$ cat config.mk
export PLATFORM = sky130hd
export DESIGN_NAME = wb_gpio
export DESIGN_NICKNAME = d
export VERILOG_FILES = /design/src/soc_pkg.sv /design/src/wb_gpio.sv
export SDC_FILE = /design/constraint.sdc
export NUM_CORES = 1
export LEC_CHECK = 0
export ABC_CLOCK_PERIOD_IN_PS = 2700
export BUFFER_PORTS_ARGS = -buffer_cell sky130_fd_sc_hd__buf_4
export CELL_PAD_IN_SITES_DETAIL_PLACEMENT = 0
export CELL_PAD_IN_SITES_GLOBAL_PLACEMENT = 1
export CORE_UTILIZATION = 40
export CTS_CLUSTER_DIAMETER = 100
export DETAILED_ROUTE_END_ITERATION = 7
export HOLD_SLACK_MARGIN = 0.02
export PLACE_DENSITY = 0.9
export SLEW_MARGIN = 25
export SYNTH_ARGS = -nofsm -noshare
export SYNTH_HDL_FRONTEND = slang
export SYNTH_SLANG_ARGS = --single-unit
export TNS_END_PERCENT = 10
$ cat constraint.sdc
create_clock -name clk -period 2.7 [get_ports clk]
set_input_delay 0 -clock clk [delete_from_list [all_inputs] [get_ports clk]]
set_output_delay 0 -clock clk [all_outputs]
set_load 0.01 [all_outputs]
$ cat src/soc_pkg.sv
package soc_pkg;

  // ========================================
  // bus widths
  // ========================================
  localparam int XLEN       = 32;
  localparam int SEL_W      = XLEN / 8;
  // data memory depth in words, 1 KiB
  localparam int DMEM_WORDS = 256;
  localparam int DMEM_AW    = $clog2(DMEM_WORDS);

  // ========================================
  // memory map
  // ========================================
  // top nibble of the address picks the region
  localparam int REGION_MSB = 31;
  localparam int REGION_LSB = 28;

  localparam logic [3:0] REGION_DMEM  = 4'h0;
  localparam logic [3:0] REGION_TIMER = 4'h2;
  localparam logic [3:0] REGION_GPIO  = 4'h3;

  // timer register offsets
  localparam logic [3:0] TIMER_MTIME_LO    = 4'h0;
  localparam logic [3:0] TIMER_MTIME_HI    = 4'h4;
  localparam logic [3:0] TIMER_MTIMECMP_LO = 4'h8;
  localparam logic [3:0] TIMER_MTIMECMP_HI = 4'hC;

  // gpio register offsets
  localparam logic [3:0] GPIO_OUT = 4'h0;
  localparam logic [3:0] GPIO_IN  = 4'h4;
  localparam logic [3:0] GPIO_DIR = 4'h8;

  // load/store width codes, same as rv32i funct3
  localparam logic [2:0] OP_B  = 3'b000;
  localparam logic [2:0] OP_H  = 3'b001;
  localparam logic [2:0] OP_W  = 3'b010;
  localparam logic [2:0] OP_BU = 3'b100;
  localparam logic [2:0] OP_HU = 3'b101;

  // bus master states
  typedef enum logic [1:0] {
    IDLE   = 2'd0,
    ACCESS = 2'd1,
    DONE   = 2'd2
  } mst_state_t;

  // byte-lane merge for register writes
  function automatic logic [XLEN-1:0] merge_bytes(input logic [XLEN-1:0]  old_v,
                                                  input logic [XLEN-1:0]  new_v,
                                                  input logic [SEL_W-1:0] sel);
    logic [XLEN-1:0] res;
    res = old_v;
    for (int b = 0; b < SEL_W; b++) begin
      if (sel[b]) res[8*b +: 8] = new_v[8*b +: 8];
    end
    return res;
  endfunction

endpackage

$ cat src/wb_gpio.sv
`timescale 1ns/10ps

module wb_gpio (
  input  logic                      clk,
  input  logic                      rst_n_i,
  input  logic [soc_pkg::XLEN-1:0]  adr_i,
  input  logic [soc_pkg::XLEN-1:0]  dat_i,
  input  logic [soc_pkg::SEL_W-1:0] sel_i,
  input  logic                      we_i,
  input  logic                      stb_i,
  output logic [soc_pkg::XLEN-1:0]  dat_o,
  output logic                      ack_o,
  input  logic [soc_pkg::XLEN-1:0]  gpio_i,
  output logic [soc_pkg::XLEN-1:0]  gpio_o,
  output logic [soc_pkg::XLEN-1:0]  gpio_oe_o
);

  logic [soc_pkg::XLEN-1:0] in_meta;
  logic [soc_pkg::XLEN-1:0] in_sync;
  logic                     access;
  logic                     wr;

  assign access = stb_i & ~ack_o;
  assign wr     = access & we_i;

  // ========================================
  // registers and input sync
  // ========================================
  always_ff @(posedge clk or negedge rst_n_i) begin
    if (!rst_n_i) begin
      gpio_o    <= '0;
      gpio_oe_o <= '0;
      in_meta   <= '0;
      in_sync   <= '0;
      ack_o     <= 1'b0;
    end else begin
      ack_o   <= access;
      // two flops, pins are asynchronous
      in_meta <= gpio_i;
      in_sync <= in_meta;
      if (wr && adr_i[3:0] == soc_pkg::GPIO_OUT) begin
        gpio_o <= soc_pkg::merge_bytes(gpio_o, dat_i, sel_i);
      end
      if (wr && adr_i[3:0] == soc_pkg::GPIO_DIR) begin
        gpio_oe_o <= soc_pkg::merge_bytes(gpio_oe_o, dat_i, sel_i);
      end
      // GPIO_IN is read only, writes fall through
    end
  end

  always_ff @(posedge clk) begin
    if (access) begin
      case (adr_i[3:0])
        soc_pkg::GPIO_OUT: dat_o <= gpio_o;
        soc_pkg::GPIO_IN:  dat_o <= in_sync;
        soc_pkg::GPIO_DIR: dat_o <= gpio_oe_o;
        default:           dat_o <= '0;
      endcase
    end
  end

endmodule

==> out/qor.txt, run 1 <==
Status -> finished clean
Worst Path Buf+Inv -> 0
Vias per std cell -> 5.00
Final GP Congestion -> 0.717
Root buffer cell -> clkbuf_16
Post_cts resized -> 0
Nets -> 674
Synthesized area per cell -> 18.0 um^2
Reg power frac -> 46.2%
Min-delay worst type -> in -> async
Synth cell count leaders -> 129 x dfrtp_1, 45 x mux2_2, 32 x a222oi_1, 32 x edfxtp_1, 32 x inv_1
Most common cell in the synthesized netlist -> dfrtp_1
Post-Synthesis Cells -> 318
I/O Buffers -> 172
Top cell family by delay on the critical path -> simple AND/OR/NAND/NOR gates
Die W -> 121 um
Pin count of the biggest net entering global routing -> 77
Most used routing layer -> met2
# rows -> 43
R2r startpoint -> ack_o$_DFF_PN0_
Die height -> 121 um
Psw -> 1.35 mW
Register area share after synthesis -> 73.4%
CTS Buf Count -> 17
Number of flops mapped to enable cells by yosys -> 32
XOR/XNOR Fraction of Synth Area -> 0%
Clk pin slew, worst setup/hold paths -> 0.06 ns
Sw Share -> 22.4%
Overflow after GRT -> 0
Post-route ant nets -> 0
Worst r2r path cells -> 3
Max stage delay on crit path -> 0.46 ns
Final hold slack -> 0.158 ns
DP HPWL -> 8570 um
Largest family of logic cells by synthesized area -> multiplexers
I/O pins -> 201
Reg2reg end -> gpio_oe_o[26]$_DFFE_PN0P_
Met3 usage -> 6.39%
M2 GR Usage -> 32.2%
CP max-delay cell -> nand4b_1
Area share of fa/ha/maj cells after synthesis -> 0%
First-pass GRT wire length -> 21300 um
Synth area leaders -> dfrtp_1 57%, edfxtp_1 17%, mux2_2 8.9%
WP data arrival -> 2.04 ns
VDD IR max -> 433 uV
Internal cell power -> 4.66 mW
Comb power frac -> 11.1%
Pleak -> 4.34 nW
RSZ-0062 raised after global routing -> false
Clk_skew -> 0.00531 ns
Asr flop ratio synth -> 80.1%
Critical Path RT -> 3.00 ns
Final Cycle Share -> 64.4%
Most used DFF post-synth -> dfrtp_1
Post-CTS Setup Repair Bufs -> 0
Drt pass-1 iters -> 6
Worst reg2reg setup slack -> 0.96 ns
Post-synth top area cell -> dfrtp_1
Number of DRC markers in iteration 0 -> 330
Final setup fails -> 0
Crit path capture type -> flip-flop
Drt total wl -> 13900 um
Crit path cell chain -> nand4b_1 -> nor2_8 -> mux2_4
Cts hold-fix bufs -> 65
Starting Density -> 41.1%
Clock Power Share -> 42.7%
Fmax -> 575 MHz
Area grow syn2layout -> 49.8%
Die footprint -> 14800 um^2
Cell variety after synth -> 16
Filler Cell Count -> 1017
Post-synthesis compound-gate area fraction -> 5.61%
CP Class -> reg -> reg
Core Area -> 13900 um^2
Slew margin rel. -> 51.6%
CTS tree -> done
Post-Synth Simple-Gate Area -> 4.25%
Worst Tran Pin Value -> 0.727 ns
Pwr/cell area -> 703 nW/um^2
Post-Syn Area -> 5710 um^2
# H-tree levels -> 4
Layout cells sized above 1 -> 48.4%
Initial antenna violation count -> 0
Yosys top cell area share -> 56.5%
DR WL/cell -> 18.2 um
Grt met1 use -> 24.1%
Clk buf depth -> 2
Syn Nets -> 422
Worst skew pair latency -> 0.41 ns
Routed vias -> 3812
Final hold viol count -> 0
Slew Viols, Final -> 0
Final min period -> 1.74 ns
Crit path launch type -> flip-flop
Final TNS setup -> 0 ns
Vias in the first global route -> 3968
CP max FO -> 8
Total of max-cap violations -> 0
CTS sink cnt -> 161
Post-synthesis mux area share -> 13.7%
# DRC -> 0
Total of warnings raised by yosys -> 0
N_diodes -> 0
Seq cells post-synth -> 161
Total GRT Usage -> 19.9%
==> layer usage <==
layer | vias to the layer above | part of all wire [%]
li1 | 1687 | -
met1 | 1932 | 41
met2 | 170 | 49
met3 | 23 | 7.3
met4 | 0 | 2.2
met5 | - | 0
==> through the flow <==
stage                     instances  utilization, %  area (um^2)  total power [mW]  setup slack [ns]
after floorplan                 318               -         5710              3.01             0.357
after global placement          666            52.3         7260              3.39             0.859
after detailed placement        666            52.3         7260              3.41             0.834
after CTS                       763            61.6         8550              6.06             0.928
after global routing            763            61.6         8550              6.24             0.862
final                           763            61.6         8550              6.01             0.960
==> power by group through the flow <==
| stage | Combinational, mW | Sequential (mW) | Clock [mW] |
|---|---|---|---|
| floorplan | 0.157 | 2.86 | 0 |
| global placement | 0.580 | 2.81 | 0 |
| detailed placement | 0.593 | 2.82 | 0 |
| CTS | 0.670 | 2.78 | 2.62 |
| global route | 0.715 | 2.79 | 2.73 |
| finish | 0.666 | 2.78 | 2.57 |
==> area by class of cell <==
cell class	count	area, um^2	area share [%]
timing repair buffer	244	2010	23.5
tap	180	225	2.63
clock inverter	12	178	2.08
multi-input combinational	114	1370	16.0
clock buffer	20	458	5.36
inverter	32	120	1.40
sequential	161	4190	49.0
==> worst reg2reg max path, cell delays in order (launching register included) <==
cell and delay, ns:
dfrtp_1 0.45, nand4b_1 0.47, nor2_8 0.37, mux2_4 0.34
==> worst max path at each step <==
stage                                from                   endpoint  slack, ns  cells after the start
after floorplan           ack_o$_DFF_PN0_         dat_o[0]$_DFFE_PN_       0.36                      1
after global placement           adr_i[3]     gpio_o[27]$_DFFE_PN0P_       0.86                      4
after detailed placement         adr_i[3]      gpio_o[2]$_DFFE_PN0P_       0.83                      4
after CTS                 ack_o$_DFF_PN0_  gpio_oe_o[26]$_DFFE_PN0P_       0.93                      3
after global routing      ack_o$_DFF_PN0_      gpio_o[1]$_DFFE_PN0P_       0.86                      3
final                     ack_o$_DFF_PN0_  gpio_oe_o[26]$_DFFE_PN0P_       0.96                      3
==> cells by family after synthesis <==
family	count (synthesis)
mux	64
buf+inv	43
flops	161
compound gates	32
simple gates	18
==> registers in the layout (all words and copies together) (netlist names) <==
name	cells
in_meta	32
gpio_o	32
ack_o	1
dat_o	32
in_sync	32
gpio_oe_o	32
==> layout by cell type, fill, tap and decap left out, types with 2 or more instances in the layout <==
cell | netlist | final
a222oi_1 | 32 | 32
buf_4 | 0 | 177
bufinv_16 | 0 | 4
clkbuf_1 | 9 | 2
clkbuf_16 | 0 | 18
clkinv_2 | 0 | 2
clkinvlp_4 | 0 | 2
dfrtp_1 | 129 | 129
dlygate4sd3_1 | 0 | 65
edfxtp_1 | 32 | 32
inv_1 | 32 | 32
inv_6 | 0 | 2
mux2_1 | 3 | 3
mux2_2 | 45 | 45
mux2_4 | 16 | 16
nand4b_1 | 4 | 4
nor2_8 | 8 | 8
nor4b_2 | 0 | 2
Power figures use the tool's default switching activity.
==> run 2: changes to the inputs <==
--- a/config.mk
+++ b/config.mk
@@ -5,11 +5,12 @@
 export SDC_FILE = /design/constraint.sdc
 export NUM_CORES = 1
 export LEC_CHECK = 0
-export ABC_CLOCK_PERIOD_IN_PS = 2700
+export ABC_AREA = 1
+export ABC_CLOCK_PERIOD_IN_PS = 1700
 export BUFFER_PORTS_ARGS = -buffer_cell sky130_fd_sc_hd__buf_4
 export CELL_PAD_IN_SITES_DETAIL_PLACEMENT = 0
 export CELL_PAD_IN_SITES_GLOBAL_PLACEMENT = 1
-export CORE_UTILIZATION = 40
+export CORE_UTILIZATION = 38
 export CTS_CLUSTER_DIAMETER = 100
 export DETAILED_ROUTE_END_ITERATION = 7
 export HOLD_SLACK_MARGIN = 0.02
==> constraint.sdc (replaced) <==
create_clock -name clk -period 1.7 [get_ports clk]
set_input_delay 0 -clock clk [delete_from_list [all_inputs] [get_ports clk]]
set_output_delay 0 -clock clk [all_outputs]
set_load 0.01 [all_outputs]
==> run 2 against run 1 <==
  * Cell area is 2.6% higher
  * Flip-flop and latch count stayed put
  * Area after synthesis is 3.7% higher
  * Critical endpoint is now gpio_oe_o[2]$_DFFE_PN0P_
==> out/qor.txt, run 2 <==
Root buffer cell -> clkbuf_16 (unchanged)
CTS tree -> done (unchanged)
Internal cell power -> 7.01 mW (was 4.66 mW)
Most frequent cells in the layout -> 189 x buf_4, 168 x nand2_1, 132 x nand3_1 (was 177 x buf_4, 129 x dfrtp_1, 65 x dlygate4sd3_1)
DP HPWL -> 11000 um (was 8570 um)
CTS sink cnt -> 161 (unchanged)
N_diodes -> 0 (unchanged)
Worst Hold Depth -> 5
Worst reg2reg setup slack -> 0.14 ns (was 0.96 ns)
Worst skew pair latency -> 0.43 ns (was 0.41 ns)
Clk buf depth -> 2 (unchanged)
Worst Tran Pin Value -> 0.522 ns (was 0.727 ns)
Fmax -> 641 MHz (was 575 MHz)
Reg power frac -> 47.6% (was 46.2%)
Crit path capture type -> flip-flop (unchanged)
Total of warnings raised by yosys -> 0 (unchanged)
Filler Cell Count -> 1243 (was 1017)
Power Total -> 9.27 mW (was 6.01 mW)
Post-Synthesis Cells -> 540 (was 318)
Asr flop ratio synth -> 80.1% (unchanged)
Crit path launch type -> flip-flop (unchanged)
Final Instance Area -> 8770 um^2 (was 8550 um^2)
Die footprint -> 16100 um^2 (was 14800 um^2)
Sw Share -> 24.4% (was 22.4%)
Fin util -> 57.7% (was 61.6%)
DR WL/cell -> 17.7 um (was 18.2 um)
Die W -> 127 um (was 121 um)
Die height -> 127 um (was 121 um)
# rows -> 45 (was 43)
CP Class -> reg -> reg (unchanged)
Final GP Congestion -> 0.846 (was 0.717)
Synthesized area per cell -> 11.0 um^2 (was 18.0 um^2)
Min-delay worst type -> in -> reg (was in -> async)
Most used DFF post-synth -> dfrtp_1 (unchanged)
Slew margin rel. -> 65.2% (was 51.6%)
Placed Cells -> 887 (was 666)
Fin cells -> 988 (was 763)
Number of flops mapped to enable cells by yosys -> 32 (unchanged)
Final setup fails -> 0 (unchanged)
Cell variety after synth -> 13 (was 16)
M1 WL -> 7330 um (was 5740 um)
# H-tree levels -> 4 (unchanged)
R2r startpoint -> ack_o$_DFF_PN0_ (unchanged)
WP data arrival -> 1.87 ns (was 2.04 ns)
I/O pins -> 201 (unchanged)
Seq cells post-synth -> 161 (unchanged)
Total GRT Usage -> 22.6% (was 19.9%)
Clock Power Share -> 40.1% (was 42.7%)
Synth area leaders -> dfrtp_1 55%, edfxtp_1 16%, nand3_1 11% (was dfrtp_1 57%, edfxtp_1 17%, mux2_2 8.9%)
Top sig layer -> met4 (unchanged)
Hold path start -> we_i
Clk pin slew, worst setup/hold paths -> 0.06 ns (about the same)
Yosys top cell area share -> 54.5% (was 56.5%)
Comb power frac -> 12.3% (was 11.1%)
Syn Nets -> 644 (was 422)
Final hold viol count -> 0 (unchanged)
Post-Syn Area -> 5920 um^2 (was 5710 um^2)
Routed vias -> 5137 (was 3812)
Critical Path RT -> 2.01 ns (was 3.00 ns)
Area grow syn2layout -> 48.2% (was 49.8%)
Pleak -> 4.31 nW (was 4.34 nW)
I/O Buffers -> 172 (unchanged)
Area of the multi-input gates -> 1570 um^2 (was 1370 um^2)
Nets -> 891 (was 674)
CTS Buf Count -> 17 (unchanged)
Final hold slack -> 0.0451 ns (was 0.158 ns)
Final TNS setup -> 0 ns (unchanged)
Slew Viols, Final -> 0 (unchanged)
Worst r2r path cells -> 6 (was 3)
Final Cycle Share -> 91.8% (was 64.4%)
Number of DRC markers in iteration 0 -> 556 (was 330)
Starting Density -> 38.9% (was 41.1%)
RSZ-0062 raised after global routing -> true (was false)
Post-CTS Setup Repair Bufs -> 0 (unchanged)
Overflow after GRT -> 0 (unchanged)
Most common cell after layout, fill and taps aside -> buf_4 (unchanged)
Most common cell in the synthesized netlist -> nand2_1 (was dfrtp_1)
Placed cell area -> 7500 um^2 (was 7260 um^2)
Pwr/cell area -> 1060 nW/um^2 (was 703 nW/um^2)
Wire length on met2 -> 8630 um (was 6800 um)
Drt total wl -> 17500 um (was 13900 um)
Layout cells sized above 1 -> 28.6% (was 48.4%)
Status -> finished clean (unchanged)
Vias per std cell -> 5.20 (was 5.00)
Synth cell count leaders -> 168 x nand2_1, 133 x nand3_1, 129 x dfrtp_1 (was 129 x dfrtp_1, 45 x mux2_2, 32 x a222oi_1, 32 x edfxtp_1, 32 x inv_1)
Psw -> 2.26 mW (was 1.35 mW)
Final min period -> 1.56 ns (was 1.74 ns)
Post-route ant nets -> 0 (unchanged)
Drt pass-1 iters -> 7 (was 6)
Post-synth top area cell -> dfrtp_1 (unchanged)
Vias in the first global route -> 5222 (was 3968)
VDD IR max -> 702 uV (was 433 uV)
Pin count of the biggest net entering global routing -> 65 (was 77)
Register area share after synthesis -> 70.8% (was 73.4%)
Worst slack, placed -> 0.164 ns (was 0.834 ns)
Initial antenna violation count -> 0 (unchanged)
CP max FO -> 10 (was 8)
Final worst setup slack -> 0.140 ns (was 0.960 ns)
First-pass GRT wire length -> 27300 um (was 21300 um)
Core Area -> 15200 um^2 (was 13900 um^2)
FF/Latch Area -> 4190 um^2 (unchanged)
Met3 WL post-DR -> 1040 um (was 1020 um)
# DRC -> 0 (unchanged)
Reg2reg end -> gpio_oe_o[2]$_DFFE_PN0P_ (was gpio_oe_o[26]$_DFFE_PN0P_)
Clk_skew -> 0.00703 ns (was 0.00531 ns)
Hold EP -> gpio_oe_o[25]$_DFFE_PN0P_
Total of max-cap violations -> 0 (unchanged)
[run 2: cell count changes after synthesis, moves of 4 or more]
cell / previous run / this run
a222oi_1: 32 / 0
buf_2: 0 / 7
buf_4: 0 / 10
clkbuf_1: 9 / 16
inv_1: 32 / 6
mux2_2: 45 / 0
mux2_4: 16 / 0
nand2_1: 0 / 168
nand3_1: 0 / 133
nand4_1: 0 / 32
nand4b_1: 4 / 0
nor2_8: 8 / 0
[run 2: kinds of logic (layout without fill, tap and decap cells)]
group         after synthesis  after routing  synth area share (%)
simple gates              339            339                  25.9
flops                     161            161                  70.8
buf+inv                    40            300                  3.32
[run 2: layout make-up]
class                           count  area share [%]
Inverter                            6           0.257
Clock inverter                     11            1.28
Clock buffer                       21            5.25
Sequential cell                   161            47.8
Tap cell                          188            2.68
Multi-Input combinational cell    339            17.9
Timing Repair Buffer              262            24.9
[run 2: worst max path at each step]
stage	to	cells after the start	slack (ns)	startpoint
5_1_grt	gpio_oe_o[9]$_DFFE_PN0P_	6	-0.02	ack_o$_DFF_PN0_
3_5_place_dp	gpio_o[6]$_DFFE_PN0P_	7	0.16	ack_o$_DFF_PN0_
4_1_cts	gpio_oe_o[17]$_DFFE_PN0P_	6	0.14	ack_o$_DFF_PN0_
6_report	gpio_oe_o[2]$_DFFE_PN0P_	6	0.14	ack_o$_DFF_PN0_
2_1_floorplan	dat_o[0]$_DFFE_PN_	3	0.12	ack_o$_DFF_PN0_
3_3_place_gp	gpio_oe_o[1]$_DFFE_PN0P_	6	0.20	ack_o$_DFF_PN0_
[run 2: power groups by stage]
stage / Combinational, mW / Sequential, mW / Clock (mW)
floorplan: 0.254 / 4.53 / 0
global placement: 0.980 / 4.46 / 0
detailed placement: 1.00 / 4.48 / 0
CTS: 1.14 / 4.41 / 3.77
global route: 1.23 / 4.44 / 3.95
finish: 1.14 / 4.41 / 3.72
[run 2: per-layer routing]
layer  track usage [%]  up-vias
met1              28.7     2479
met3              5.27       57
li1                  -     2331
met5                 0        -
met2              36.6      270
met4              10.6        0
[run 2: timing repair]
item | in CTS | in global routing
hold endpoints to repair | 205 | 0
hold buffers | 69 | 0
gates resized for setup | 0 | 1
setup endpoints to repair | 0 | 2
[run 2: worst max-delay path, cell delays in order, from the launching register on]
cell and delay [ns]:
dfrtp_1 0.39, inv_1 0.08, nand2_1 0.10, nor2_4 0.30, nand3_1 0.37, nand2_1 0.15, nand2_1 0.07
==> run 3: changes to the inputs <==
--- a/config.mk
+++ b/config.mk
@@ -13,9 +13,10 @@
 export CORE_UTILIZATION = 38
 export CTS_CLUSTER_DIAMETER = 100
 export DETAILED_ROUTE_END_ITERATION = 7
+export GPL_TIMING_DRIVEN = 0
 export HOLD_SLACK_MARGIN = 0.02
 export PLACE_DENSITY = 0.9
-export SLEW_MARGIN = 25
+export SLEW_MARGIN = 20
 export SYNTH_ARGS = -nofsm -noshare
 export SYNTH_HDL_FRONTEND = slang
 export SYNTH_SLANG_ARGS = --single-unit
==> run 3 against run 2 <==
  * Critical path depth unchanged
  * Count of clock-buffer cells in the layout increased by 3
  * Fmax increased by 2.9%
  * Sequential share of layout area decreased by 0.20 points
  * First-iteration DRC count decreased by 17%
==> out/qor.txt, run 3 (synthesized netlist as in run 2, its figures left out) <==
Status -> finished clean (unchanged)
Total GRT Usage -> 23.8% (was 22.6%)
Pleak -> 4.34 nW (was 4.31 nW)
Die footprint -> 16100 um^2 (unchanged)
Final hold viol count -> 0 (unchanged)
Routed vias -> 5251 (was 5137)
Vias in the first global route -> 5196 (was 5222)
DR WL/cell -> 18.6 um (was 17.7 um)
Die W -> 127 um (unchanged)
Pwr/cell area -> 1100 nW/um^2 (was 1060 nW/um^2)
Worst skew pair latency -> 0.42 ns (was 0.43 ns)
Placed Cells -> 898 (was 887)
Final Cycle Share -> 89.2% (was 91.8%)
Final hold slack -> 0.0489 ns (was 0.0451 ns)
Crit path capture type -> flip-flop (unchanged)
RSZ-0062 raised after global routing -> false (was true)
Fmax -> 659 MHz (was 641 MHz)
CP Class -> reg -> reg (unchanged)
CTS Buf Count -> 17 (unchanged)
# DRC -> 0 (unchanged)
CTS tree -> done (unchanged)
Most common cell after layout, fill and taps aside -> buf_4 (unchanged)
Die height -> 127 um (unchanged)
WP data arrival -> 1.82 ns (was 1.87 ns)
Nets -> 900 (was 891)
Area grow syn2layout -> 48.8% (was 48.2%)
Final min period -> 1.52 ns (was 1.56 ns)
Final Instance Area -> 8810 um^2 (was 8770 um^2)
Slew Viols, Final -> 0 (unchanged)
Wire length on met2 -> 8780 um (was 8630 um)
Met3 WL post-DR -> 1310 um (was 1040 um)
First-pass GRT wire length -> 28400 um (was 27300 um)
VDD IR max -> 715 uV (was 702 uV)
DP HPWL -> 12200 um (was 11000 um)
Drt pass-1 iters -> 6 (was 7)
Starting Density -> 38.9% (unchanged)
Initial antenna violation count -> 0 (unchanged)
Most frequent cells in the layout -> 177 x buf_4, 168 x nand2_1, 131 x nand3_1 (was 189 x buf_4, 168 x nand2_1, 132 x nand3_1)
Drt total wl -> 18600 um (was 17500 um)
# rows -> 45 (unchanged)
Post-CTS Setup Repair Bufs -> 0 (unchanged)
Final setup fails -> 0 (unchanged)
CP max FO -> 9 (was 10)
Clk buf depth -> 2 (unchanged)
Critical Path RT -> 2.01 ns (about the same)
Post-route ant nets -> 0 (unchanged)
Overflow after GRT -> 0 (unchanged)
Clk pin slew, worst setup/hold paths -> 0.06 ns (about the same)
# H-tree levels -> 4 (unchanged)
Placed cell area -> 7470 um^2 (was 7500 um^2)
N_diodes -> 0 (unchanged)
Top sig layer -> met4 (unchanged)
Layout cells sized above 1 -> 27.9% (was 28.6%)
Final GP Congestion -> 0.825 (was 0.846)
Fin cells -> 997 (was 988)
I/O Buffers -> 168 (was 172)
Core Area -> 15200 um^2 (unchanged)
Hold path start -> we_i (unchanged)
I/O pins -> 201 (unchanged)
M1 WL -> 7890 um (was 7330 um)
R2r startpoint -> ack_o$_DFF_PN0_ (unchanged)
Crit path launch type -> flip-flop (unchanged)
Min-delay worst type -> in -> reg (unchanged)
Worst Tran Pin Value -> 0.748 ns (was 0.522 ns)
Vias per std cell -> 5.27 (was 5.20)
Total of max-cap violations -> 0 (unchanged)
Slew margin rel. -> 50.1% (was 65.2%)
Worst setup startpoint -> ack_o$_DFF_PN0_ (unchanged)
Clk_skew -> 0.00580 ns (was 0.00703 ns)
CTS sink cnt -> 161 (unchanged)
Number of DRC markers in iteration 0 -> 459 (was 556)
Pin count of the biggest net entering global routing -> 79 (was 65)
Root buffer cell -> clkbuf_16 (unchanged)
[run 3: cell types whose count changed in the layout (fill, tap and decap cells not counted), sizes merged]
cell,previous run,this run
buf,193,188
bufinv,2,1
clkbuf,21,40
clkinv,8,2
clkinvlp,2,0
dlygate4sd3,69,67
inv,5,11
[run 3: where the power goes]
group	internal [mW]	switching, mW	leakage (nW)	total (mW)
logic	0.550	0.590	2.07	1.14
clock network	2.54	1.56	0.330	4.10
registers	4.22	0.190	1.94	4.41
total	7.32	2.34	4.34	9.65
[run 3: layout make-up]
cell class              count  area [um^2]
flip-flops and latches    161         4190
plain buffers              34          174
clock buffers              24          578
repair buffers            237         1980
clock inverters             8         76.3
inverters                   6         22.5
fillers                  1240         6390
well taps                 188          235
multi-input cells         339         1550
[run 3: worst max-delay path, cell delays in order, from the launching register on]
cell and delay, ns:
dfrtp_1 0.38, inv_1 0.07, nand2_1 0.10, nor2_4 0.27
nand3_1 0.36, nand2_1 0.16, nand2_1 0.06
[run 3: metrics by stage]
stage          utilization, %  total power, mW  TNS [ns]  setup WS, ns
2_1_floorplan               -             4.78         0         0.123
3_3_place_gp             48.8             5.43    -10.52        -0.326
3_5_place_dp             49.1             5.48         0        0.0590
4_1_cts                  57.8             9.66         0        0.0511
5_1_grt                  57.9             9.97         0        0.0499
6_report                 57.9             9.65         0         0.184
[run 3: path summary, 6_finish.rpt]
| kind | endpoint | cells past startpoint | slack [ns] |
|---|---|---|---|
| max in group asynchronous | in_sync[31]$_DFF_PN0_ | 3 | 0.79 |
| min reg2reg | in_sync[1]$_DFF_PN0_ | 0 | 0.34 |
| max reg2reg | gpio_oe_o[27]$_DFFE_PN0P_ | 6 | 0.18 |
| min | gpio_oe_o[31]$_DFFE_PN0P_ | 5 | 0.05 |
| min in group asynchronous | in_meta[10]$_DFF_PN0_ | 2 | 0.14 |
| max | gpio_oe_o[27]$_DFFE_PN0P_ | 6 | 0.18 |
[run 3: per-layer routing]
layer	vias up	track usage [%]
met5	-	0
met4	0	10.2
met3	50	5.36
met2	302	37.6
met1	2550	31.6
li1	2349	-
[run 3: timing repair]
item | in CTS | in global routing
hold endpoints to repair | 195 | 0
resized for setup | 0 | 3
endpoints found under the setup margin | 0 | 32
hold buffers | 67 | 0
